File: src/include/vldu_consts.svh
// Vector load unit constants
// Lane count, data widths, queue depths and field widths

`ifndef VLDU_CONSTS_SVH
`define VLDU_CONSTS_SVH

// Lane organisation
`define VLDU_NR_LANES      4
`define VLDU_ELEN          64

// Memory beat and register file word geometry, in bytes
`define VLDU_BEAT_BYTES    8
`define VLDU_WORD_BYTES    32
`define VLDU_VREG_WORDS    8

// Queue depths
`define VLDU_INSN_DEPTH    4
`define VLDU_RESULT_DEPTH  2

// Field widths, vl reaches 256
`define VLDU_ID_W          3
`define VLDU_VL_W          9
`define VLDU_VADDR_W       8

`endif

File: src/source/vldu_pkg.sv
// Vector load unit types
// Instruction and packed result word formats shared by all stages

`default_nettype none

`include "vldu_consts.svh"

package vldu_pkg;

  // Vector register number, whatever of the word address is left above the word index
  localparam int unsigned VregW = `VLDU_VADDR_W - $clog2(`VLDU_VREG_WORDS);

  typedef logic [`VLDU_ID_W-1:0]        vid_t;
  typedef logic [`VLDU_VADDR_W-1:0]     vaddr_t;
  typedef logic [VregW-1:0]             vreg_t;
  typedef logic [`VLDU_VL_W-1:0]        vlen_t;
  typedef logic [`VLDU_ELEN-1:0]        elen_t;
  typedef logic [`VLDU_ELEN/8-1:0]      strb_t;

  // Element width, also the byte shift of vl
  typedef enum logic [1:0] {
    EW8  = 2'd0,
    EW16 = 2'd1,
    EW32 = 2'd2,
    EW64 = 2'd3
  } vsew_e;

  // One queued load
  typedef struct packed {
    vid_t  id;
    vreg_t vd;
    vlen_t vl;
    vsew_e vsew;
  } ldu_insn_t;

  // Data and byte enables headed for one lane
  typedef struct packed {
    elen_t wdata;
    strb_t be;
  } lane_slice_t;

  // One full register file word spread over the lanes
  typedef struct packed {
    vid_t                                id;
    vaddr_t                              addr;
    lane_slice_t [`VLDU_NR_LANES-1:0]    slices;
    logic                                last;
  } result_word_t;

endpackage

`default_nettype wire

File: src/source/vldu_fifo.sv
// Circular show-ahead queue
// Head is readable without a pop; payload type is a parameter

`timescale 1ns/10ps
`default_nettype none

module vldu_fifo #(
  parameter type         T     = logic,
  parameter int unsigned DEPTH = 2
) (
  input  logic clk_i,
  input  logic rst_ni,
  input  logic push_i,
  input  T     data_i,
  input  logic pop_i,
  output T     head_o,
  output logic valid_o,
  output logic full_o
);

  localparam int unsigned PtrW = (DEPTH > 1) ? $clog2(DEPTH) : 1;
  localparam int unsigned CntW = $clog2(DEPTH + 1);

  T              mem_q [DEPTH];
  logic [PtrW-1:0] rd_ptr_q, wr_ptr_q;
  logic [CntW-1:0] cnt_q, cnt_d;
  logic            full_q;
  logic            push_en, pop_en;

  // A push into a full queue only goes through alongside a pop
  assign pop_en  = pop_i && valid_o;
  assign push_en = push_i && (!full_q || pop_en);

  assign head_o  = mem_q[rd_ptr_q];
  assign valid_o = (cnt_q != '0);
  assign full_o  = full_q;

  always_comb begin
    cnt_d = cnt_q;
    if (push_en && !pop_en) begin
      cnt_d = cnt_q + CntW'(1);
    end else if (pop_en && !push_en) begin
      cnt_d = cnt_q - CntW'(1);
    end
  end

  // Pointers and count, full reads high while in reset
  always_ff @(posedge clk_i or negedge rst_ni) begin
    if (!rst_ni) begin
      rd_ptr_q <= '0;
      wr_ptr_q <= '0;
      cnt_q    <= '0;
      full_q   <= 1'b1;
    end else begin
      if (push_en) begin
        wr_ptr_q <= (wr_ptr_q == PtrW'(DEPTH - 1)) ? '0 : wr_ptr_q + PtrW'(1);
      end
      if (pop_en) begin
        rd_ptr_q <= (rd_ptr_q == PtrW'(DEPTH - 1)) ? '0 : rd_ptr_q + PtrW'(1);
      end
      cnt_q  <= cnt_d;
      full_q <= (cnt_d == CntW'(DEPTH));
    end
  end

  // Storage
  always_ff @(posedge clk_i) begin
    if (push_en) begin
      mem_q[wr_ptr_q] <= data_i;
    end
  end

endmodule

`default_nettype wire

File: src/source/vldu_beat_packer.sv
// Beat packer of the vector load unit
// Writes full memory beats sequentially into lane slices of a register
// file word for the head instruction and pushes each finished word

`timescale 1ns/10ps
`default_nettype none

`include "vldu_consts.svh"

module vldu_beat_packer (
  input  logic                           clk_i,
  input  logic                           rst_ni,
  // Head of the instruction queue
  input  vldu_pkg::ldu_insn_t            insn_i,
  input  logic                           insn_valid_i,
  output logic                           insn_pop_o,
  // Memory read beats
  input  logic                           beat_valid_i,
  input  logic [`VLDU_BEAT_BYTES*8-1:0]  beat_data_i,
  output logic                           beat_ready_o,
  // Result queue
  input  logic                           result_full_i,
  output logic                           result_push_o,
  output vldu_pkg::result_word_t         result_o
);

  // vl shifted by the largest vsew
  localparam int unsigned BytesW  = `VLDU_VL_W + 3;
  localparam int unsigned OffsetW = $clog2(`VLDU_WORD_BYTES);
  localparam int unsigned LaneLsb = $clog2(`VLDU_BEAT_BYTES);
  localparam int unsigned LaneW   = $clog2(`VLDU_NR_LANES);

  ////////////////////////////////////////////////////////////////////////
  // Byte accounting
  ////////////////////////////////////////////////////////////////////////

  // Bytes of the head instruction already handed to words
  logic [BytesW-1:0]  issued_q;
  logic [BytesW-1:0]  issued_next;
  logic [BytesW-1:0]  bytes_total;
  logic [LaneW-1:0]   cur_lane;
  logic               insn_last;
  logic               word_done;
  logic               beat_fire;
  vldu_pkg::vaddr_t   word_addr;

  // Total bytes of the instruction
  assign bytes_total = BytesW'(insn_i.vl) << insn_i.vsew;
  assign issued_next = issued_q + BytesW'(`VLDU_BEAT_BYTES);

  // Beats are aligned, so a beat lands on exactly one lane slice
  assign cur_lane    = issued_q[LaneLsb +: LaneW];

  // This beat runs the instruction out of bytes
  assign insn_last   = (issued_next >= bytes_total);
  // This beat fills the word, or ends the instruction early
  assign word_done   = insn_last || (issued_next[OffsetW-1:0] == '0);

  // Word address, vd base plus word index within the instruction
  assign word_addr   = vldu_pkg::vaddr_t'(
                         {insn_i.vd, {$clog2(`VLDU_VREG_WORDS){1'b0}}}
                         + (issued_q >> OffsetW));

  ////////////////////////////////////////////////////////////////////////
  // Beat handshake
  ////////////////////////////////////////////////////////////////////////

  // Stall only the beat that would push into a full result queue
  assign beat_ready_o  = insn_valid_i && !(word_done && result_full_i);
  assign beat_fire     = beat_valid_i && beat_ready_o;

  assign result_push_o = beat_fire && word_done;
  assign insn_pop_o    = beat_fire && insn_last;

  ////////////////////////////////////////////////////////////////////////
  // Word assembly
  ////////////////////////////////////////////////////////////////////////

  vldu_pkg::lane_slice_t                     beat_slice;
  vldu_pkg::lane_slice_t [`VLDU_NR_LANES-1:0] slices_q;

  // Beat as a lane slice; bytes beyond vl get no enable
  always_comb begin
    beat_slice.wdata = beat_data_i;
    for (int b = 0; b < `VLDU_BEAT_BYTES; b++) begin
      beat_slice.be[b] = ((issued_q + BytesW'(b)) < bytes_total);
    end
  end

  // Lanes below the current one come from storage, the current one
  // straight from the beat, lanes above stay empty
  always_comb begin
    result_o.id   = insn_i.id;
    result_o.addr = word_addr;
    result_o.last = insn_last;
    for (int l = 0; l < `VLDU_NR_LANES; l++) begin
      if (LaneW'(l) < cur_lane) begin
        result_o.slices[l] = slices_q[l];
      end else if (LaneW'(l) == cur_lane) begin
        result_o.slices[l] = beat_slice;
      end else begin
        result_o.slices[l] = '0;
      end
    end
  end

  // Byte counter restarts with the next instruction
  always_ff @(posedge clk_i or negedge rst_ni) begin
    if (!rst_ni) begin
      issued_q <= '0;
    end else if (beat_fire) begin
      issued_q <= insn_last ? '0 : issued_next;
    end
  end

  // Partial word under assembly
  always_ff @(posedge clk_i) begin
    if (beat_fire) begin
      slices_q[cur_lane] <= beat_slice;
    end
  end

endmodule

`default_nettype wire

File: src/source/vldu_lane_writer.sv
// Lane writer of the vector load unit
// Offers the head result word to every lane, tracks per-lane grants,
// pops once all lanes took their slice and reports load completion

`timescale 1ns/10ps
`default_nettype none

`include "vldu_consts.svh"

module vldu_lane_writer (
  input  logic                                      clk_i,
  input  logic                                      rst_ni,
  // Result queue head
  input  vldu_pkg::result_word_t                    head_i,
  input  logic                                      head_valid_i,
  output logic                                      pop_o,
  // Lanes
  output logic              [`VLDU_NR_LANES-1:0]    ldu_result_req_o,
  output vldu_pkg::vid_t    [`VLDU_NR_LANES-1:0]    ldu_result_id_o,
  output vldu_pkg::vaddr_t  [`VLDU_NR_LANES-1:0]    ldu_result_addr_o,
  output vldu_pkg::elen_t   [`VLDU_NR_LANES-1:0]    ldu_result_wdata_o,
  output vldu_pkg::strb_t   [`VLDU_NR_LANES-1:0]    ldu_result_be_o,
  input  logic              [`VLDU_NR_LANES-1:0]    ldu_result_gnt_i,
  // Completion
  output logic                                      load_complete_o,
  output vldu_pkg::vid_t                            done_id_o
);

  // Lanes that already took the head word
  logic [`VLDU_NR_LANES-1:0] granted_q;
  logic [`VLDU_NR_LANES-1:0] gnt_fire;
  logic                      all_granted;
  logic                      complete_q;
  vldu_pkg::vid_t            done_id_q;

  // Every lane sees the same head word, its own slice of data
  always_comb begin
    for (int l = 0; l < `VLDU_NR_LANES; l++) begin
      ldu_result_req_o[l]   = head_valid_i && !granted_q[l];
      ldu_result_id_o[l]    = head_i.id;
      ldu_result_addr_o[l]  = head_i.addr;
      ldu_result_wdata_o[l] = head_i.slices[l].wdata;
      ldu_result_be_o[l]    = head_i.slices[l].be;
    end
  end

  assign gnt_fire    = ldu_result_req_o & ldu_result_gnt_i;
  assign all_granted = &(granted_q | gnt_fire);

  // A last word waits one cycle behind a completion pulse,
  // so each pulse stands alone
  assign pop_o = head_valid_i && all_granted && !(head_i.last && complete_q);

  always_ff @(posedge clk_i or negedge rst_ni) begin
    if (!rst_ni) begin
      granted_q  <= '0;
      complete_q <= 1'b0;
    end else begin
      granted_q  <= pop_o ? '0 : (granted_q | gnt_fire);
      complete_q <= pop_o && head_i.last;
    end
  end

  // Id of the instruction whose final word just left
  always_ff @(posedge clk_i) begin
    if (pop_o && head_i.last) begin
      done_id_q <= head_i.id;
    end
  end

  assign load_complete_o = complete_q;
  assign done_id_o       = done_id_q;

endmodule

`default_nettype wire

File: src/source/vldu_top.sv
// Vector load unit top level
// Instruction queue, beat packer, result queue and lane writer in a chain

`timescale 1ns/10ps
`default_nettype none

`include "vldu_consts.svh"

module vldu_top (
  input  logic                                      clk_i,
  input  logic                                      rst_ni,
  // Sequencer
  input  logic                                      insn_valid_i,
  input  vldu_pkg::vid_t                            insn_id_i,
  input  vldu_pkg::vreg_t                           insn_vd_i,
  input  vldu_pkg::vlen_t                           insn_vl_i,
  input  vldu_pkg::vsew_e                           insn_vsew_i,
  output logic                                      insn_ready_o,
  // Memory read beats
  input  logic                                      beat_valid_i,
  input  logic              [`VLDU_BEAT_BYTES*8-1:0] beat_data_i,
  output logic                                      beat_ready_o,
  // Lanes
  output logic              [`VLDU_NR_LANES-1:0]    ldu_result_req_o,
  output vldu_pkg::vid_t    [`VLDU_NR_LANES-1:0]    ldu_result_id_o,
  output vldu_pkg::vaddr_t  [`VLDU_NR_LANES-1:0]    ldu_result_addr_o,
  output vldu_pkg::elen_t   [`VLDU_NR_LANES-1:0]    ldu_result_wdata_o,
  output vldu_pkg::strb_t   [`VLDU_NR_LANES-1:0]    ldu_result_be_o,
  input  logic              [`VLDU_NR_LANES-1:0]    ldu_result_gnt_i,
  // Completion
  output logic                                      load_complete_o,
  output vldu_pkg::vid_t                            done_id_o
);

  ////////////////////////////////////////////////////////////////////////
  // Instruction queue
  ////////////////////////////////////////////////////////////////////////

  vldu_pkg::ldu_insn_t    insn_in, insn_head;
  logic                   insn_full, insn_head_valid, insn_pop;

  assign insn_in = '{id: insn_id_i, vd: insn_vd_i, vl: insn_vl_i, vsew: insn_vsew_i};
  assign insn_ready_o = !insn_full;

  vldu_fifo #(
    .T     (vldu_pkg::ldu_insn_t),
    .DEPTH (`VLDU_INSN_DEPTH)
  ) i_insn_queue (
    .clk_i   (clk_i),
    .rst_ni  (rst_ni),
    .push_i  (insn_valid_i && insn_ready_o),
    .data_i  (insn_in),
    .pop_i   (insn_pop),
    .head_o  (insn_head),
    .valid_o (insn_head_valid),
    .full_o  (insn_full)
  );

  ////////////////////////////////////////////////////////////////////////
  // Packing and result queue
  ////////////////////////////////////////////////////////////////////////

  vldu_pkg::result_word_t res_word, res_head;
  logic                   res_push, res_full, res_head_valid, res_pop;

  vldu_beat_packer i_packer (
    .clk_i         (clk_i),
    .rst_ni        (rst_ni),
    .insn_i        (insn_head),
    .insn_valid_i  (insn_head_valid),
    .insn_pop_o    (insn_pop),
    .beat_valid_i  (beat_valid_i),
    .beat_data_i   (beat_data_i),
    .beat_ready_o  (beat_ready_o),
    .result_full_i (res_full),
    .result_push_o (res_push),
    .result_o      (res_word)
  );

  vldu_fifo #(
    .T     (vldu_pkg::result_word_t),
    .DEPTH (`VLDU_RESULT_DEPTH)
  ) i_result_queue (
    .clk_i   (clk_i),
    .rst_ni  (rst_ni),
    .push_i  (res_push),
    .data_i  (res_word),
    .pop_i   (res_pop),
    .head_o  (res_head),
    .valid_o (res_head_valid),
    .full_o  (res_full)
  );

  // Lane interface and completion
  vldu_lane_writer i_lane_writer (
    .clk_i              (clk_i),
    .rst_ni             (rst_ni),
    .head_i             (res_head),
    .head_valid_i       (res_head_valid),
    .pop_o              (res_pop),
    .ldu_result_req_o   (ldu_result_req_o),
    .ldu_result_id_o    (ldu_result_id_o),
    .ldu_result_addr_o  (ldu_result_addr_o),
    .ldu_result_wdata_o (ldu_result_wdata_o),
    .ldu_result_be_o    (ldu_result_be_o),
    .ldu_result_gnt_i   (ldu_result_gnt_i),
    .load_complete_o    (load_complete_o),
    .done_id_o          (done_id_o)
  );

endmodule

`default_nettype wire

File: config.mk
export PLATFORM = sky130hd
export DESIGN_NAME = vldu_top
export DESIGN_NICKNAME = d
export VERILOG_FILES = /design/src/source/vldu_pkg.sv /design/src/source/vldu_fifo.sv /design/src/source/vldu_beat_packer.sv /design/src/source/vldu_lane_writer.sv /design/src/source/vldu_top.sv
export VERILOG_INCLUDE_DIRS = /design/src /design/src/include
export SDC_FILE = /design/constraint.sdc
export NUM_CORES = 1
export LEC_CHECK = 0
export BUFFER_PORTS_ARGS = -buffer_cell sky130_fd_sc_hd__buf_2
export CORE_ASPECT_RATIO = 0.7
export CORE_MARGIN = 3
export CORE_UTILIZATION = 48
export CTS_CLUSTER_SIZE = 12
export DETAILED_ROUTE_END_ITERATION = 16
export PLACE_DENSITY_LB_ADDON = 0.08
export SYNTH_ARGS = -nofsm -noshare
export SYNTH_HDL_FRONTEND = slang
export SYNTH_SLANG_ARGS = --single-unit
File: constraint.sdc
create_clock -name clk_i -period 15.7 [get_ports clk_i]
set_input_delay 3.14 -clock clk_i [delete_from_list [all_inputs] [get_ports clk_i]]
set_output_delay 3.14 -clock clk_i [all_outputs]
set_load 0.02 [all_outputs]
Yosys cells after proc, flatten, opt, wreduce, memory -nomap -nowiden
Memory sizes are Yosys's and may differ from the RTL's.
Index checks and enable logic that the tools add are counted.
- output and inout bits: 342
- memories kept: 2
- bits of input ports: 91
- flip-flop bits (word level): 321
- RAM bits: 676
- logic and storage cells: 132
- memory list (memory ; depth ; width ; rd ports ; clocked after memory_dff ; wr ports ; RTL line ; source):
    i_result_queue.mem_q ; 2 ; 300 ; 1 ; 0 ; 1 ; vldu_fifo.sv:24 ; T mem_q [DEPTH];
    i_insn_queue.mem_q ; 4 ; 19 ; 1 ; 0 ; 1 ; vldu_fifo.sv:24 ;
- eq/ne operators: 7
- reductions and logical operators: 43
- bitwise operators: 2
- add/sub/neg operators: 17
- shift-type cells: 1
- mux-type cells: 25
- $lt $le $gt $ge: 15
- operators by type and width (kind ; count):
    $mux W72 ; 9
    $bwmux W288 ; 1
    $demux W72 S2 ; 1
    $lt A12 B12 Y1 ; 8
    $add A12 B3 Y12 const B ; 4
    $add A12 B2 Y12 const B ; 2
    $logic_and A1 B1 Y1 ; 23
    $add A12 B1 Y12 const B ; 1
    $add A12 B4 Y12 const B ; 1
    $ge A12 B12 Y1 ; 1
    $logic_not A1 Y1 ; 12
    $mux W12 ; 1
    $shl A9 B2 Y12 ; 1
    $add A8 B7 Y8 ; 1
    $mux W2 ; 4
    $add A2 B1 Y2 const B ; 3
    $eq A2 B2 Y1 const B ; 3
    $mux W1 ; 6
    $mux W3 ; 2
    $logic_not A5 Y1 ; 1
    $and A4 B4 Y4 ; 1
    $eq A2 B2 Y1 const A ; 2
    $lt A1 B2 Y1 const A ; 2
    $lt A2 B2 Y1 const A ; 2
    15 further kinds ; 18

Logic depth before layout (Yosys ltp)
Gate-level depths: netlist of run 1.
An unclocked memory read counts as a cell.
- depth after elaboration: 17
- mapped depth: 16
- depth with buffers taken out: 13

Hierarchy
A second synthesis of run 1 with hierarchy kept.
- cells, all modules: 2316
- area, all modules: 39575.5 um2
- by module, submodules not included (module ; instances ; area each (um2) ; sequential area each (um2) ; cells an instance):
    vldu_fifo (i_result_queue) ; 1 ; 22057.4 ; 18143.7 ; 964
    vldu_beat_packer ; 1 ; 11338.4 ; 6711.4 ; 834
    vldu_fifo (i_insn_queue) ; 1 ; 3355.7 ; 2483.6 ; 157
    vldu_lane_writer ; 1 ; 2813.9 ; 215.2 ; 359
    vldu_top ; 1 ; 10.0 ; 0.0 ; 2

Worst setup path before layout of run 1
OpenSTA, ideal clock, no wires.
- path type: in2reg
- from: in beat_valid_i
- to: mem i_result_queue.mem_q[0][0] (netlist name) (enable)
- library setup time: 0.968 ns
- data required time: 14.732 ns
- path buffers: 0
- cell stages on the path: 4
- data arrival time: 16.005 ns
- setup slack: -1.273 ns
- cells stage by stage: o21ai_0 > nor2_1 > nand2_1 > nor2_1
- cells in the longest elaborated chain, start to end: 5
- RTL lines (what ; RTL line ; source):
    from (decl) ; vldu_top.sv:20 ; input logic beat_valid_i,
    $logic_and A1 B1 Y1 ; vldu_beat_packer.sv:70 ; assign beat_fire = beat_valid_i && beat_ready_o;
    $logic_and A1 B1 Y1 ; vldu_beat_packer.sv:72 ; assign result_push_o = beat_fire && word_done;
    $logic_and A1 B1 Y1 ; vldu_fifo.sv:32 ; assign push_en = push_i && (!full_q || pop_en);
    $mux W1 ; vldu_fifo.sv:68 ; if (push_en) begin
    $mux W1 (implied by the code) ; vldu_fifo.sv:69 ; mem_q[wr_ptr_q] <= data_i;
    to (decl) ; vldu_fifo.sv:24 ;
Every way passes these cells.

Worst setup path in the final report of run 1
- from: reg i_insn_queue.rd_ptr_q[1]
- to: out beat_ready_o
- cells in the longest elaborated chain, start to end: 7
- RTL lines (what ; RTL line ; source):
    from (decl) ; vldu_fifo.sv:25 ; logic [PtrW-1:0] rd_ptr_q, wr_ptr_q;
    from (signal assigned) ; vldu_fifo.sv:59 ; rd_ptr_q <= (rd_ptr_q == PtrW'(DEPTH - 1)) ? '0 : rd_ptr_q + PtrW'(1);
    $mem_v2 Z4 W19 ; - ;
    $shl A9 B2 Y12 ; vldu_beat_packer.sv:48 ; assign bytes_total = BytesW'(insn_i.vl) << insn_i.vsew;
    $ge A12 B12 Y1 ; vldu_beat_packer.sv:55 ; assign insn_last = (issued_next >= bytes_total);
    $logic_or A1 B1 Y1 ; vldu_beat_packer.sv:57 ; assign word_done = insn_last || (issued_next[OffsetW-1:0] == '0);
    $logic_and A1 B1 Y1 ; vldu_beat_packer.sv:69 ; assign beat_ready_o = insn_valid_i && !(word_done && result_full_i);
    $logic_not A1 Y1 ; vldu_beat_packer.sv:69 ;
    $logic_and A1 B1 Y1 ; vldu_beat_packer.sv:69 ;
    to (decl) ; vldu_top.sv:22 ; output logic beat_ready_o,
Every way passes these cells.

==> metrics.md, run 1 <==
| Metric | Value |
|---|---|
| Post-route cell area | `42,700 sq um` |
| Status | `complete, no violations` |
| Post-detail-place hpwl | `50,800 um` |
| Fill cell count | `6,037` |
| Yosys top cell area share | `0.724` |
| Setup Slack @ Placement | `7390 ps` |
| Final worst-path setup slack | `6830 ps` |
| Yosys warns | `0` |
| DRC viols | `0` |
| Post-synthesis sequential area ratio | `0.742` |
| Avg Cell Area, Syn | `17.4 sq um` |
| Synth top area cells | `edfxtp_1, mux2_2, a22o_1, ha_1, dfrtp_1` |
| Slew Limit Fails | `0` |
| Top FF cell, synth | `edfxtp_1` |
| Vias in the first global route | `20,200` |
| Post-Synthesis Cells | `2,137` |
| Routed WL per cell | `23.5 um` |
| Max_slew headroom | `0.219` |
| Leakage | `0.0151 uW` |
| IO Count | `433` |
| Library cells used by synthesis | `53` |
| Drt total wl | `84,900 um` |
| CP endpoint kind | `output pin` |
| PwrDens | `225 nW/um^2` |
| Initial Util | `0.489` |
| CTS tree | `yes` |
| Worst EP required | `12,560 ps` |
| Peak supply drop | `0.147 mV` |
| Root Buffer | `clkbuf_16` |
| Arrival time worst endpoint | `5730 ps` |
| CP cell instances | `mux4_1 > mux2_2 > mux2i_1 > ha_1 > and3_1 > o21ai_0 > a21oi_1 > a211oi_1 > nand3_1 > a2bb2oi_1 > buf_2` |
| Die H | `239 um` |
| Antenna Nets Post-Route | `0` |
| Final Critical Period | `8870 ps` |
| Layout Nets | `2,675` |
| WHS | `542 ps` |
| Clock Tree Buf Depth | `3` |
| Count leader, synth | `edfxtp_1` |
| Cell taking the most area after synthesis | `edfxtp_1` |
| Crit-path max FO | `21` |
| Syn_nets | `2,280` |
| Worst path slowest cell | `dfrtp_1` |
| Setup TNS | `0 ps` |
| FF-to-FF path depth | `13` |
| Area grow syn2layout | `15.0%` |
| Vias per cell | `5.47` |
| TritonCTS buffer count | `90` |
| Endpoints failing hold | `0` |
| RSZ-0062 raised after global routing | `false` |
| Ys async rst share | `0.0293` |
| Cells resized by post-CTS repair | `0` |
| Post-CTS Repair Setup Buffers | `0` |
| Clock Pin Slew Worst Setup and Hold Paths | `60 ps` |
| Design Power | `9610 uW` |
| Clock skew | `16.9 ps` |
| Crit path launch type | `register` |
| Synthesized area | `37,100 sq um` |
| Worst path max stage delay | `930 ps` |
| Synthesized flop and latch total | `922` |
| Vias | `19,700` |
| Total gr overflow | `0` |
| Post-DP Area | `40,200 sq um` |
| GR Util All Layers | `0.206` |
| Latest clock arrival within the worst-skew pair | `640 ps` |
| Number of synthesized flops with an enable pin | `895` |
| Final period util | `0.565` |
| Fmax | `113 MHz` |
| Max Cap Viol | `0` |
| GPL Wtd Cong | `0.832` |
| IO buf count | `432` |
| Cts hold-fix bufs | `0` |
| Slew @ Worst Pin | `1170 ps` |
| Critical path class | `register to output pin` |
| Hold Path Depth | `2` |
| Clock sinks | `922` |
| Die Wd | `338 um` |
| CTS H-tree lvls | `3` |
| Top post-synthesis cells by count | `edfxtp_1, mux2_2, nand2_1` |
| Full die area | `80,800 sq um` |
| DRT Pass-1 Iters | `7` |
| Hold crit path type | `register to register` |
| First-pass GRT wire length | `126,000 um` |
| Share of layout cells above drive strength 1 | `0.374` |
| Core area | `75,900 sq um` |
| Largest net degree at the start of global routing | `167` |
| Iter 0 DRT Violations | `1,504` |
| Row count | `84` |
| Initial antenna violation count | `5` |
| Final setup violation count | `0` |
==> worst max-delay path, delay by kind of cell, from the launching register on <==
family                     cells  cell delay [ps]
DFF                            1              930
adders and majority gates      1              370
AOI/OAI and AO/OA              4             1400
buffers and inverters          1              200
muxes                          3             1590
and+or+nand+nor                2              580
==> placed cells by master, fill, tap and decap left out, types with 8 or more instances in the layout <==
master     netlist  layout
a21o_1          18      18
a21oi_1         28      28
a22o_1          79      79
and2_1          76      76
buf_2            1     432
buf_4           33      21
clkbuf_1       106      28
clkbuf_16        0      91
clkinv_1         1       9
dfrtp_1         25      23
edfxtp_1       895     895
ha_1            51      48
inv_1           22      22
mux2_2         378     378
mux2i_1          9       9
mux4_1           8       8
mux4_2          11      11
nand2_1        156     156
nand3_1         20      20
nor2_1          34      29
o21ai_0         87      87
xnor2_1         13      13
==> registers in the layout, indices dropped and copies added (netlist names) <==
register and cells:
i_result_queue.full_o 1, i_packer.issued_q 9, i_lane_writer.done_id_o 3, i_lane_writer.granted_q 4, i_result_queue.wr_ptr_q 1, i_lane_writer.load_complete_o 1
i_insn_queue.wr_ptr_q 2, i_result_queue.cnt_q 2, i_insn_queue.mem_q 76, i_result_queue.rd_ptr_q 1, i_insn_queue.rd_ptr_q 2, i_result_queue.mem_q 600
i_insn_queue.cnt_q 3, i_insn_queue.full_o 1, i_packer.slices_q 216
==> final cells by class <==
cell class,count,area (sq um),share of cell area
diodes,2,5.00,0.000117
clock buffers,119,2380,0.0558
clock inverters,16,146,0.00343
inverters,23,86.3,0.00202
multi-input cells,1040,8860,0.208
flip-flops and latches,922,27600,0.646
well taps,1032,1290,0.0302
repair buffers,455,2360,0.0553
==> cell families after synthesis <==
family	share of synthesized area
flip-flops	0.742
multiplexers	0.129
AND/OR/NAND/NOR	0.0414
AO/OA/AOI/OAI	0.0437
buffers and inverters	0.0215
adder cells (fa/ha/maj)	0.0183
XOR/XNOR	0.00377
==> through the flow <==
stage | utilization | std cells
4_1_cts | 0.563 | 3607
2_1_floorplan | - | 2137
6_report | 0.563 | 3609
3_5_place_dp | 0.529 | 3472
5_1_grt | 0.563 | 3608
3_3_place_gp | 0.529 | 3472
==> power breakdown <==
part	total, uW	switching [uW]	internal (uW)
combinational	3750	2440	1300
clock	1940	870	1070
sequential	3920	221	3700
==> worst paths after layout <==
kind | slack, ps | end | start
worst max-delay path | 6830 | beat_ready_o | i_insn_queue.rd_ptr_q[1]
worst min-delay path | 540 | i_lane_writer.granted_q[3] | i_lane_writer.granted_q[3]
worst max register to register | 8520 | i_packer.slices_q[147] | i_insn_queue.rd_ptr_q[1]
worst min register to register | 540 | i_lane_writer.granted_q[3] | i_lane_writer.granted_q[3]
max in group asynchronous | 12710 | i_result_queue.rd_ptr_q | rst_ni
min in group asynchronous | 2520 | i_insn_queue.cnt_q[1] | rst_ni
==> layer usage <==
layer  vias up  share of wire  GRT usage
met2       537           0.47      0.326
li1       8966              -          -
met3       116          0.062     0.0446
met4         0          0.026     0.0637
met5         -              0          0
met1     10100           0.44      0.290
Power figures use the tool's default switching activity.
==> run 2, diff against run 1 <==
==> constraint.sdc (replaced) <==
create_clock -name clk_i -period 9.2 [get_ports clk_i]
set_input_delay 1.84 -clock clk_i [delete_from_list [all_inputs] [get_ports clk_i]]
set_output_delay 1.84 -clock clk_i [all_outputs]
set_load 0.02 [all_outputs]
==> run 2 against run 1 <==
Global-route usage shrank 0.27 points; combinational power grew 70%; sequential share of layout area shrank 0.072 points; cell count shrank 0.14%; first-iteration DRC count shrank 2.5%; highest routed layer unchanged; largest cell class unchanged; cell area grew 0.11%; count of clock-buffer cells in the layout grew 1; via count grew 0.20%; routed wire length shrank 0.98%; largest power group unchanged; critical path type unchanged; sequential power grew 71%; worst setup slack lost 5600 ps; clock skew grew 2.5 ps.
==> metrics.md, run 2 (synthesis gave the netlist of run 1 again) <==
| Metric | Value |
|---|---|
| Slew @ Worst Pin | `1210 ps (+46.1 ps)` |
| Most common cell after layout, fill and taps aside | `edfxtp_1` |
| First-pass GRT wire length | `125,000 um (-1.5%)` |
| TritonCTS buffer count | `91 (+1.1%)` |
| Met3 usage | `0.0412 (-0.00342)` |
| Vias | `19,800 (+0.20%)` |
| Full die area | `80,800 sq um (unchanged)` |
| Largest regs | `i_result_queue.mem_q (600), i_packer.slices_q (216), i_insn_queue.mem_q (76)` |
| Crit path launch type | `register` |
| Fill cell count | `5,924 (-1.9%)` |
| GR Util All Layers | `0.204 (-0.00271)` |
| Cts hold-fix bufs | `0 (unchanged)` |
| Endpoints failing hold | `0 (unchanged)` |
| DRT Pass-1 Iters | `4 (-3)` |
| Layout Nets | `2,672 (-0.11%)` |
| Initial Util | `0.489 (unchanged)` |
| PwrDens | `384 nW/um^2 (+71%)` |
| CTS tree | `yes` |
| RSZ-0062 raised after global routing | `false` |
| FF-to-FF path depth | `13 (unchanged)` |
| Clock Pin Slew Worst Setup and Hold Paths | `60 ps (about the same)` |
| Most used routing layer | `met2` |
| Clock Tree Buf Depth | `3 (unchanged)` |
| Die Wd | `338 um (unchanged)` |
| Hold Path Depth | `1 (-1)` |
| Largest Register | `i_result_queue.mem_q` |
| Grt met2 use | `0.320 (-0.00650)` |
| Reg2reg end | `i_packer.slices_q[147]` |
| Post-detail-place hpwl | `51,000 um (+0.36%)` |
| Worst EP required | `7360 ps (-5200 ps)` |
| Final period util | `0.863` |
| Slew Limit Fails | `0 (unchanged)` |
| Max Cap Viol | `0 (unchanged)` |
| Vias per cell | `5.49 (+0.34%)` |
| Worst r2r src | `i_insn_queue.rd_ptr_q[0]` |
| CTS H-tree lvls | `3 (unchanged)` |
| Final Critical Period | `7940 ps` |
| Share of layout cells above drive strength 1 | `0.374 (+0.000581)` |
| Setup slack, reg-to-reg | `1850 ps (-6670 ps)` |
| Clock sinks | `922 (unchanged)` |
| Final setup violation count | `0 (unchanged)` |
| CP cell instances | `buf_4 > mux4_1 > mux2_2 > mux2i_1 > ha_1 > and3_1 > o21ai_0 > a21oi_1 > a211oi_1 > nand3_1 > a2bb2oi_1 > buf_2` |
| Initial antenna violation count | `4 (-1)` |
| Largest register FFs | `600 (unchanged)` |
| Core area | `75,900 sq um (unchanged)` |
| Arrival time worst endpoint | `6100 ps (+370 ps)` |
| IO buf count | `432 (unchanged)` |
| Cells after DPL | `3,468 (-0.12%)` |
| Worst path max stage delay | `870 ps (-60 ps)` |
| Total gr overflow | `0 (unchanged)` |
| Routed WL per cell | `23.3 um (-0.84%)` |
| Met1 Track Usage GR | `0.292 (+0.00210)` |
| Top delay family on crit path | `multiplexers` |
| Drt total wl | `84,000 um (-0.98%)` |
| Peak supply drop | `0.215 mV (+46%)` |
| Leakage | `0.0152 uW (+0.11%)` |
| Final std cells w/o fill | `3,604 (-0.14%)` |
| Post-CTS Repair Setup Buffers | `0 (unchanged)` |
| Sink of the worst hold path | `i_result_queue.full_o` |
| Iter 0 DRT Violations | `1,467 (-2.5%)` |
| Fmax | `126 MHz` |
| Row count | `84 (unchanged)` |
| Setup TNS | `0 ps (unchanged)` |
| Latest clock arrival within the worst-skew pair | `640 ps (about the same)` |
| Hold path startpoint | `i_result_queue.cnt_q[0]` |
| Antenna Nets Post-Route | `0 (unchanged)` |
| Max_slew headroom | `0.185 (-0.0338)` |
| Cells resized by post-CTS repair | `0 (unchanged)` |
| Worst path slowest cell | `mux4_1` |
| Critical path class | `register to output pin` |
| Register area | `27,600 sq um (unchanged)` |
| Root Buffer | `clkbuf_16` |
| IO Count | `433 (unchanged)` |
| Crit-path max FO | `16 (-24%)` |
| Multi-input gate area | `8860 sq um (unchanged)` |
| Largest net degree at the start of global routing | `175 (+4.8%)` |
| Status | `complete, no violations` |
| DRC viols | `0 (unchanged)` |
| GPL Wtd Cong | `0.831 (about the same)` |
| Area grow syn2layout | `15.1%` |
| CP endpoint kind | `output pin` |
| Buffers & Inverters on Critical Path | `2 (+1)` |
| Vias in the first global route | `19,800 (-2.0%)` |
| Die H | `239 um (unchanged)` |
| Hold crit path type | `register to register` |
| Most frequent cells in the layout | `edfxtp_1, buf_2, mux2_2` |
| Clock skew | `19.4 ps (+2.48 ps)` |
[run 2: cell types whose count changed in the layout (fill, tap and decap cells not counted)]
| cell | before | now |
|---|---|---|
| buf_4 | 21 | 15 |
| buf_12 | 2 | 4 |
| clkbuf_1 | 28 | 26 |
| clkbuf_16 | 91 | 93 |
| clkinv_1 | 9 | 7 |
| clkbuf_8 | 0 | 1 |
| clkinv_2 | 1 | 2 |
| clkinv_4 | 1 | 0 |
| clkinvlp_4 | 0 | 1 |
| diode_2 | 2 | 1 |
| inv_6 | 3 | 2 |
| inv_8 | 0 | 1 |
[run 2: worst max-delay path by stage]
stage	to	from	depth (start not counted)	slack, ps
CTS	beat_ready_o	i_insn_queue.rd_ptr_q[0]	12	1120
detailed placement	i_packer.slices_q[178]	i_insn_queue.rd_ptr_q[0]	13	1850
global placement	i_packer.slices_q[180]	i_insn_queue.rd_ptr_q[0]	13	1900
finish	beat_ready_o	i_insn_queue.rd_ptr_q[0]	12	1260
floorplan	i_result_queue.mem_q[0][0]	i_insn_queue.rd_ptr_q[0]	13	910
global route	beat_ready_o	i_insn_queue.rd_ptr_q[0]	12	760
[run 2: layout make-up]
class / instances / share of cell area
clock inverter: 15 / 0.00340
tap: 1032 / 0.0302
sequential: 922 / 0.645
inverter: 23 / 0.00202
antenna: 1 / 0.0000585
multi-input combinational: 1040 / 0.207
clock buffer: 120 / 0.0571
timing repair buffer: 451 / 0.0551
[run 2: report_power, final]
part / internal (uW) / switching, uW / total (uW) / leakage, uW
Combinational: 2220 / 4170 / 6390 / 0.00535
Clock: 1870 / 1470 / 3340 / 0.00125
Sequential: 6310 / 382 / 6690 / 0.00855
[run 2: stage by stage]
stage	power (uW)	cell area (sq um)	utilization	setup WS, ps	hold slack [ps]
3_5_place_dp	13200	40200	0.529	1850	525
3_3_place_gp	13100	40200	0.529	1900	482
5_1_grt	17300	42700	0.563	757	553
6_report	16400	42700	0.563	1260	538
4_1_cts	16600	42700	0.563	1120	537
2_1_floorplan	11100	37100	-	907	468
[run 2: metal layers]
metal  share of wire  up-vias
li1                -     8950
met2            0.47      571
met5               0        -
met3           0.061      117
met1            0.44    10100
met4           0.024        0
